**src/include/ooo_defs.svh**
```systemverilog
`ifndef OOO_DEFS_SVH
`define OOO_DEFS_SVH

// Branch buffer geometry
`define BB_DEPTH   8    // Entries, power of two
`define BB_IDX_W   3    // Slot index width
`define PC_W       32   // Program counter width

// Rename table geometry
`define ARCH_REGS  32   // Architectural registers
`define AREG_W     5    // Architectural register index
`define PTAG_W     6    // Physical tag width

`endif

```
**src/ooo_pkg.sv**
```systemverilog
package ooo_pkg;

    // Major opcodes seen at decode
    typedef enum logic [6:0] {
        OP_BRANCH = 7'b1100011,   // Conditional branch
        OP_JAL    = 7'b1101111,   // Direct jump
        OP_JALR   = 7'b1100111,   // Indirect jump
        OP_OP     = 7'b0110011,   // Reg-reg ALU
        OP_OP_IMM = 7'b0010011,   // Reg-imm ALU
        OP_LOAD   = 7'b0000011,
        OP_STORE  = 7'b0100011
    } opcode_e;

    // Branch buffer control state
    typedef enum logic [1:0] {
        BB_IDLE,                  // No branch in flight
        BB_TRACK,                 // At least one entry valid
        BB_FLUSH                  // Restore cycle, paste_rat high
    } bb_state_e;

endpackage

```
**src/branch_buffer.sv**
```systemverilog
`include "ooo_defs.svh"

module branch_buffer import ooo_pkg::*; (
    input  logic                 clk,
    input  logic                 rst,
    input  opcode_e              opcode,          // Decode opcode
    input  logic [`PC_W-1:0]     pc,              // Decode PC
    input  logic                 resolve_branch,  // Branch resolved in execute
    input  logic                 resolve_jump,    // Jump resolved in execute
    input  logic [`PC_W-1:0]     resolve_pc,      // PC of the resolved instruction
    input  logic                 pc_src,          // Taken / mispredict
    output logic                 copy_rat,        // Checkpoint strobe
    output logic [`BB_IDX_W-1:0] tail_num,        // Slot being checkpointed
    output logic                 paste_rat,       // Restore strobe
    output logic [`BB_IDX_W-1:0] head_num,        // Slot being restored
    output logic                 bb_full
);

    logic [`PC_W-1:0]     pc_mem [`BB_DEPTH];     // Recorded branch PCs
    logic [`BB_DEPTH-1:0] valid;                  // Slot holds a live branch
    logic [`BB_DEPTH-1:0] ready;                  // Resolved taken, waiting for head
    logic [`BB_IDX_W-1:0] head;
    logic [`BB_IDX_W-1:0] tail;
    logic [`BB_IDX_W:0]   count;                  // Occupancy with one extra bit for full
    bb_state_e            state;
    bb_state_e            state_nxt;

    logic                 is_branch;
    logic                 resolve;
    logic [`BB_DEPTH-1:0] match;                  // Per-entry PC hit
    logic                 restore;
    logic                 retire;
    logic                 insert;
    logic [`BB_IDX_W:0]   count_nxt;

    // Branch classification
    assign is_branch = (opcode == OP_BRANCH) || (opcode == OP_JAL) || (opcode == OP_JALR);
    assign resolve   = resolve_branch | resolve_jump;

    // Parallel compare of resolve_pc against all live entries
    always_comb begin
        for (int i = 0; i < `BB_DEPTH; i++) begin
            match[i] = resolve && valid[i] && (pc_mem[i] == resolve_pc);
        end
    end

    // Head taken now, or taken earlier and just arrived at head
    assign restore = valid[head] && ((match[head] && pc_src) || ready[head]);
    assign retire  = match[head] && !pc_src && !ready[head];
    assign insert  = is_branch && !bb_full && !restore;  // Wrong-path insert dropped

    assign bb_full   = (count == `BB_DEPTH);
    assign paste_rat = (state == BB_FLUSH);               // Flush state lasts one cycle

    always_comb begin
        count_nxt = count;
        case ({insert, retire})
            2'b10:   count_nxt = count + 1'b1;
            2'b01:   count_nxt = count - 1'b1;
            default: count_nxt = count;                   // Both or neither
        endcase
    end

    always_comb begin
        if (restore) begin
            state_nxt = BB_FLUSH;
        end else if (count_nxt != '0) begin
            state_nxt = BB_TRACK;
        end else begin
            state_nxt = BB_IDLE;
        end
    end

    // PC payload written at the tail on insert
    always_ff @(posedge clk) begin
        if (insert) begin
            pc_mem[tail] <= pc;
        end
    end

    always_ff @(posedge clk or posedge rst) begin
        if (rst) begin
            valid    <= '0;
            ready    <= '0;
            head     <= '0;
            tail     <= '0;
            count    <= '0;
            state    <= BB_IDLE;
            copy_rat <= 1'b0;
            tail_num <= '0;
            head_num <= '0;
        end else begin
            state    <= state_nxt;
            copy_rat <= insert;                           // One-cycle pulse
            if (restore) begin
                head_num <= head;                         // Slot whose map comes back
                valid    <= '0;                           // Flush everything younger too
                ready    <= '0;
                head     <= '0;
                tail     <= '0;
                count    <= '0;
            end else begin
                count <= count_nxt;
                // Taken resolves of younger entries wait for head
                for (int i = 0; i < `BB_DEPTH; i++) begin
                    if (match[i] && pc_src && (i != head)) begin
                        ready[i] <= 1'b1;
                    end
                end
                if (retire) begin
                    valid[head] <= 1'b0;
                    head        <= head + 1'b1;           // Wraps at power-of-two depth
                end
                if (insert) begin
                    valid[tail] <= 1'b1;
                    ready[tail] <= 1'b0;
                    tail_num    <= tail;
                    tail        <= tail + 1'b1;
                end
            end
        end
    end

    // Restore always flushes, so a second paste cannot follow
    ap_paste_single : assert property (@(posedge clk) disable iff (rst)
        paste_rat |=> !paste_rat);

    // Branch arriving on a full buffer gets lost
    ap_no_insert_full : assert property (@(posedge clk) disable iff (rst)
        is_branch |-> !bb_full);

    // Table cannot snapshot and restore on one edge
    ap_copy_paste_excl : assert property (@(posedge clk) disable iff (rst)
        !(copy_rat && paste_rat));

endmodule

```
**src/ooo_branch_top.sv**
```systemverilog
`include "ooo_defs.svh"

module ooo_branch_top import ooo_pkg::*; (
    input  logic                 clk,
    input  logic                 rst,
    input  opcode_e              opcode,          // Decode side
    input  logic [`PC_W-1:0]     pc,
    input  logic                 rename_we,       // Rename side
    input  logic [`AREG_W-1:0]   rename_rd,
    input  logic [`PTAG_W-1:0]   rename_tag,
    input  logic [`AREG_W-1:0]   lookup_rd,
    input  logic                 resolve_branch,  // Execute side
    input  logic                 resolve_jump,
    input  logic [`PC_W-1:0]     resolve_pc,
    input  logic                 pc_src,
    output logic [`PTAG_W-1:0]   lookup_tag,
    output logic                 copy_rat,
    output logic [`BB_IDX_W-1:0] tail_num,
    output logic                 paste_rat,
    output logic [`BB_IDX_W-1:0] head_num,
    output logic                 bb_full
);

    // Program-order branch queue
    branch_buffer u_bb (
        .clk            (clk),
        .rst            (rst),
        .opcode         (opcode),
        .pc             (pc),
        .resolve_branch (resolve_branch),
        .resolve_jump   (resolve_jump),
        .resolve_pc     (resolve_pc),
        .pc_src         (pc_src),
        .copy_rat       (copy_rat),
        .tail_num       (tail_num),
        .paste_rat      (paste_rat),
        .head_num       (head_num),
        .bb_full        (bb_full)
    );

    // Rename map with per-slot checkpoints
    rat_checkpoint u_rat (
        .clk        (clk),
        .rst        (rst),
        .rename_we  (rename_we),
        .rename_rd  (rename_rd),
        .rename_tag (rename_tag),
        .lookup_rd  (lookup_rd),
        .lookup_tag (lookup_tag),
        .copy_rat   (copy_rat),     // Strobes shared with the top outputs
        .tail_num   (tail_num),
        .paste_rat  (paste_rat),
        .head_num   (head_num)
    );

endmodule

```
**src/rat_checkpoint.sv**
```systemverilog
`include "ooo_defs.svh"

module rat_checkpoint (
    input  logic                 clk,
    input  logic                 rst,
    input  logic                 rename_we,      // Rename writes a new mapping
    input  logic [`AREG_W-1:0]   rename_rd,      // Destination register
    input  logic [`PTAG_W-1:0]   rename_tag,     // Newly allocated tag
    input  logic [`AREG_W-1:0]   lookup_rd,      // Source register to read
    output logic [`PTAG_W-1:0]   lookup_tag,     // Current mapping of lookup_rd
    input  logic                 copy_rat,       // Save map into tail_num
    input  logic [`BB_IDX_W-1:0] tail_num,
    input  logic                 paste_rat,      // Load map from head_num
    input  logic [`BB_IDX_W-1:0] head_num
);

    logic [`PTAG_W-1:0] map  [`ARCH_REGS];               // Live speculative map
    logic [`PTAG_W-1:0] snap [`BB_DEPTH][`ARCH_REGS];    // One checkpoint per branch slot

    // Combinational read of live map
    assign lookup_tag = map[lookup_rd];

    // Live map update, restore wins over rename
    always_ff @(posedge clk or posedge rst) begin
        if (rst) begin
            for (int r = 0; r < `ARCH_REGS; r++) begin
                map[r] <= `PTAG_W'(r);                   // Identity mapping
            end
        end else if (paste_rat) begin
            for (int r = 0; r < `ARCH_REGS; r++) begin
                map[r] <= snap[head_num][r];
            end
        end else if (rename_we) begin
            map[rename_rd] <= rename_tag;
        end
    end

    // Checkpoint storage
    // Captures map before this edge's rename write
    always_ff @(posedge clk) begin
        if (copy_rat) begin
            for (int r = 0; r < `ARCH_REGS; r++) begin
                snap[tail_num][r] <= map[r];
            end
        end
    end

    // x0 is hardwired and never renamed
    ap_no_rename_x0 : assert property (@(posedge clk) disable iff (rst)
        rename_we |-> (rename_rd != '0));

endmodule

```
**config.mk**
```make
export PLATFORM = sky130hd
export DESIGN_NAME = ooo_branch_top
export DESIGN_NICKNAME = d
export VERILOG_FILES = /design/src/ooo_pkg.sv /design/src/branch_buffer.sv /design/src/ooo_branch_top.sv /design/src/rat_checkpoint.sv
export VERILOG_INCLUDE_DIRS = /design/src /design/src/include
export SDC_FILE = /design/constraint.sdc
export NUM_CORES = 2
export LEC_CHECK = 0
export BUFFER_PORTS_ARGS = -buffer_cell sky130_fd_sc_hd__buf_2
export CAP_MARGIN = 20
export CORE_MARGIN = 2
export CORE_UTILIZATION = 35
export CTS_CLUSTER_DIAMETER = 200
export DETAILED_ROUTE_END_ITERATION = 12
export PLACE_DENSITY = 0.6
export SYNTH_ARGS = -nofsm -noshare
export SYNTH_HDL_FRONTEND = slang
export SYNTH_HIERARCHICAL = 1
export SYNTH_SLANG_ARGS = --single-unit
```
**constraint.sdc**
```tcl
create_clock -name clk -period 17.95 [get_ports clk]
set_input_delay 0.8975 -clock clk [delete_from_list [all_inputs] [get_ports clk]]
set_output_delay 0.8975 -clock clk [all_outputs]
set_load 0.02 [all_outputs]
```
---- Yosys cells after proc, flatten, opt, wreduce, memory -nomap -nowiden ----
Memories as Yosys holds them, arrays and structs flattened.
Index checks and enable logic that the tools add are counted.
storage, ports and cells
  bits in registers ....................... 227
  bits in writable memories ............... 1,792
  input port bits ......................... 93
  output and inout port bits .............. 15
  word-level logic and storage cells ...... 191
  memories ................................ 2
cells by class
  add/subtract/negate cells ............... 4
  magnitude comparators ................... 7
  equal/unequal tests ..................... 22
  multiplexer cells ....................... 52
  bitwise logic cells ..................... 9
  reductions and logical operators ........ 54
memories
  name         words  width  read ports  clocked after Yosys merged registers in  wr ports  RTL line              RTL
  u_rat.snap   8      192    1           0                                        1         rat_checkpoint.sv:18  logic [`PTAG_W-1:0] snap [`BB_DEPTH][`ARCH_REGS];
  u_bb.pc_mem  8      32     8           0                                        1         branch_buffer.sv:19   logic [`PC_W-1:0] pc_mem [`BB_DEPTH];
operators with widths
  operator                                                                              count
  192-bit 2-to-1 mux                                                                    2
  32-bit equality test                                                                  8
  192-bit bitwise mux                                                                   1
  8-bit 2-to-1 mux                                                                      6
  1-bit logical AND                                                                     41
  6-bit binary-select mux with 5-bit select                                             1
  6-bit demux with 5-bit select                                                         1
  1-bit 2-to-1 mux                                                                      26
  7-bit equality test (second input constant)                                           3
  6-bit 2-to-1 mux                                                                      3
  8-bit AND                                                                             2
  8-bit inverter                                                                        2
  6-bit greater-or-equal comparator (second input constant)                             2
  3-bit 2-to-1 mux                                                                      4
  3-bit != test (first input constant)                                                  4
  5-bit inverter with 6-bit output                                                      2
  1-bit binary-select mux with 3-bit select                                             3
  3-bit by 4-bit < comparator with 1-bit output (second input constant)                 2
  8-bit bitwise OR                                                                      1
  4-bit one-hot mux with 2 select lines                                                 1
  3-bit by 1-bit adder with 3-bit output (second input constant)                        2
  1-bit demux with 3-bit select                                                         2
  3-bit by 1-bit greater-or-equal comparator with 1-bit output (second input constant)  2
  6-bit by 1-bit < comparator with 1-bit output (second input constant)                 1
  other kinds (17)                                                                      26

---- Depth between registers and ports, before layout ----
  depth in word-level cells ............... 15
  mapped depth ............................ 18
  gate-level depth less buffers ........... 16

---- Cells and area by module ----
The synthesis kept the hierarchy.
modules (own cells, without submodules)
  module          instances  cells each  area an instance (sq um)  sequential area each (sq um)
  rat_checkpoint  1          3,052       67,996.5                  51,028.9
  branch_buffer   1          866         12,799.8                  8,563.2

---- Worst setup path before layout ----
OpenSTA, ideal clock, no wires.
  path type ............................... register -> register
  from .................................... register u_bb.tail_num[2]
  to ...................................... memory u_rat/snap[0][0] (netlist name), enable pin
  arrival time ............................ 13.612 ns
  slack ................................... 3.360 ns
  cell stages (with the launch flop) ...... 3
  period minus slack after synthesis ...... 14.590 ns
  cell sequence ........................... dfrtp_1 nand2b_1 nor3_1
RTL lines
  item                    RTL line              RTL
  from (decl)             branch_buffer.sv:13   output logic [`BB_IDX_W-1:0] tail_num,
  from (signal assigned)  branch_buffer.sv:117  tail_num <= tail;
  to (decl)               rat_checkpoint.sv:18
No word-level cell before the write port.

---- Final worst setup path ----
  from .................................... input port lookup_rd[1]
  to ...................................... output port lookup_tag[5]
on the way
  longest elaborated chain between the ends .. 4
RTL lines
  item                                                    RTL line              RTL
  from (decl)                                             ooo_branch_top.sv:11  input logic [`AREG_W-1:0] lookup_rd,
  5-bit inverter with 6-bit output (not written as such)  rat_checkpoint.sv:21  assign lookup_tag = map[lookup_rd];
  6-bit binary-select mux with 5-bit select               rat_checkpoint.sv:21
  6-bit 2-to-1 mux (not written as such) (2 in a row)     rat_checkpoint.sv:21
  to (decl)                                               ooo_branch_top.sv:16  output logic [`PTAG_W-1:0] lookup_tag,
No other way between the ends. The select of a mux whose other input is x is not followed.

==> qor.yml <==
grtUsageTotal_pct: 16.8
clk_pin_slew_ps: 60
clock.fmax_mhz: 199
yosysMostFrequentCell: "edfxtp_1"
post_cts_resized: 0
synthTopCellsByCount: "1792 x edfxtp_1, 448 x mux4_2, 228 x xor2_1, 203 x mux2_2, 192 x a221o_1"
swShare_pct: 23.7
switching_power_w: 0.00263
ff2ff_setup_slack_ps: 12990
fp.dieArea_um2: 235000
tns_ps: 0
setup_viol_count_final: 0
syn_inst: 3918
synth-seq-cells: 2019
synth_ff_type: "edfxtp_1"
max_slew_margin_pct: 16.5
firstDrtPassIters: 5
p_per_area_nw_per_um2: 121
fin_crit_ps: 5030
cts_inserted_buffers: 200
ant_nets: 0
cts_post_setup_buffers_inserted: 0
yosysWarningCount: 6
grt_max_degree: 143
irDropWorstVdd_mv: 0.104
skew_ps: 71.5
drv_cap: 0
total_leakage_power_nw: 28.7
wire_per_inst_um: 27.6
crit_chain: "buf_4 -> buf_4 -> mux4_2 -> mux4_2 -> mux2_2 -> buf_2"
first_global_vias: 41700
cts_tree: "yes"
path_max_fanout: 25
clkPwrFrac_pct: 37.6
status: "finished, final reports clean"
critical_path.top_delay_family: "multiplexers"
cts_root_buffer: "clkbuf_16"
ys_seq_area_share_pct: 73.8
synth_edf_count: 1792
p_int_w: 0.00845
fin_crit_sh_pct: 28.0
mappedNetlistArea_um2: 80800
n_fill_cell: 20200
dp_hpwl_mm: 105
cts_num_sinks: 2019
rows: 176
final_hold_viol_count: 0
antenna_found_initial: 19
synth_top_area_share_pct: 66.6
start_kind: "input port"
syn_area_per_cell_um2: 20.6
cts-htree-levels: 4
grt_overflow: 0
worst_slew_pin_slew_ps: 1250
clock_latency_ps: 890
min_path_type: "in -> async"
slowest_stage: "buf_4"
initial_core_util_pct: 35.2
combPwrFrac_pct: 5.5
async_reset_ff_share_pct: 11.2
drtIter0Drc: 3808
p_seq_share_pct: 56.9
drc: 0
crit_arrival_ps: 4140
synthesis.nets: 4021
die_x_um: 484
synth_area_leader_cell: "edfxtp_1"
grt_pass1_wl_mm: 293
routed_wl_mm: 200
vias: 40400
drv_slew: 0
chipHeight_um: 484
gp_congestion: 0.823
cts_buffer_depth: 3
crit_path_end_kind: "output port"
layout-drive-gt1-share_pct: 29.7
port_buffers: 107
hold_slack_ps: 206
worstPathRequired_ps: 17050
rsz0062_at_grt: "no"
syn_to_final_growth_pct: 13.2
synthTopCellsByArea: "edfxtp_1 67%, mux4_2 12%, dfrtp_1 4.6%"
cp_slowest_stage_delay_ps: 730
crit_type: "in -> out"
synthDistinctLibCells: 54
io_pins: 108
holdBufCountCts: 0
cp.buffers_inverters: 3
core_um2: 230000
fin_nets: 4139
viasPerCell: 5.57
## cells by family after synthesis
group	count (synthesis)	share of synthesized area (%)
AO/OA/AOI/OAI	264	2.93
AND/OR/NAND/NOR	416	3.33
flip-flops	2019	73.8
adder cells (fa/ha/maj)	10	0.155
buffers and inverters	292	1.62
XOR/XNOR	263	2.85
multiplexers	654	15.4
## per-stage QoR
stage	power [W]	setup WS, ps	area, um^2	util, %	std cells
2_1_floorplan	0.00660	3360	80800	-	3918
3_3_place_gp	0.00697	12460	84800	36.9	6858
3_5_place_dp	0.00703	12480	84800	36.9	6858
4_1_cts	0.0112	12660	91400	39.8	7234
5_1_grt	0.0115	12400	91400	39.8	7237
6_report	0.0111	12920	91400	39.8	7242
## layout make-up
cell class | count | area, um^2 | area share [%]
repair buffers | 188 | 1290 | 1.41
diodes | 6 | 15.0 | 0.0164
multi-input cells | 1607 | 20100 | 21.9
flip-flops and latches | 2019 | 59600 | 65.2
well taps | 3026 | 3790 | 4.14
inverters | 20 | 82.6 | 0.0903
clock inverters | 97 | 1110 | 1.22
clock buffers | 279 | 5480 | 6.00
## power by group through the flow
stage | clock network [W] | logic, W | registers [W]
floorplan | 0 | 0.000402 | 0.00619
global placement | 0 | 0.000603 | 0.00637
detailed placement | 0 | 0.000615 | 0.00641
CTS | 0.00425 | 0.000617 | 0.00631
global route | 0.00443 | 0.000646 | 0.00639
finish | 0.00416 | 0.000610 | 0.00631
## worst reg2reg max path, delay by kind of cell (launching register included)
kind                   cells  cell delay, ps
multiplexers               2             880
AO/OA/AOI/OAI              1             340
buffers and inverters      4            2910
flip-flops                 1             710
## layer usage
metal | up-vias | global-route usage, % | share of wire (%)
met5 | - | 0 | 0.040
met4 | 14 | 4.23 | 2.0
met3 | 276 | 2.72 | 6.4
met2 | 1399 | 27.1 | 48
met1 | 22000 | 23.9 | 44
li1 | 16700 | - | -
## registers in the layout (all words and copies together) (netlist names)
signal,flops
u_rat/snap,1536
u_bb/pc_mem,256
u_rat/map,192
u_bb/ready,8
u_bb/valid,8
u_bb/count,4
u_bb/head,3
u_bb/head_num,3
u_bb/tail,3
u_bb/tail_num,3
u_bb/state,2
u_bb/copy_rat,1
## placed cells by master (no fill, tap or decap), types with 12 or more instances in the layout
cell,n
clkinv_2,35
xor2_1,228
buf_4,72
a21oi_1,37
nor2_4,12
nand3_1,19
nand2_1,20
clkinv_1,29
nor2_1,26
a221o_1,192
clkbuf_1,62
nor3_1,24
nor4_1,144
bufinv_16,13
nor4b_1,96
clkbuf_8,16
xnor2_1,35
clkbuf_16,201
dfrtp_1,144
mux4_2,448
mux2_2,203
nand4_1,17
dfstp_2,80
buf_2,105
edfxtp_1,1792
## final timing paths
| check | start | end | depth (start not counted) |
|---|---|---|---|
| max in group asynchronous | rst | u_rat/map[138] | 3 |
| max | lookup_rd[1] | lookup_tag[5] | 6 |
| min reg2reg | u_rat/map[164] | u_rat/snap[4][164] | 0 |
| min | rst | u_bb/valid[3] | 2 |
| max reg2reg | u_bb/head_num[0] | u_rat/map[167] | 7 |
| min in group clk | pc[10] | u_bb/pc_mem[2][10] | 1 |
Note: power is estimated with default switching activity, not from simulation.
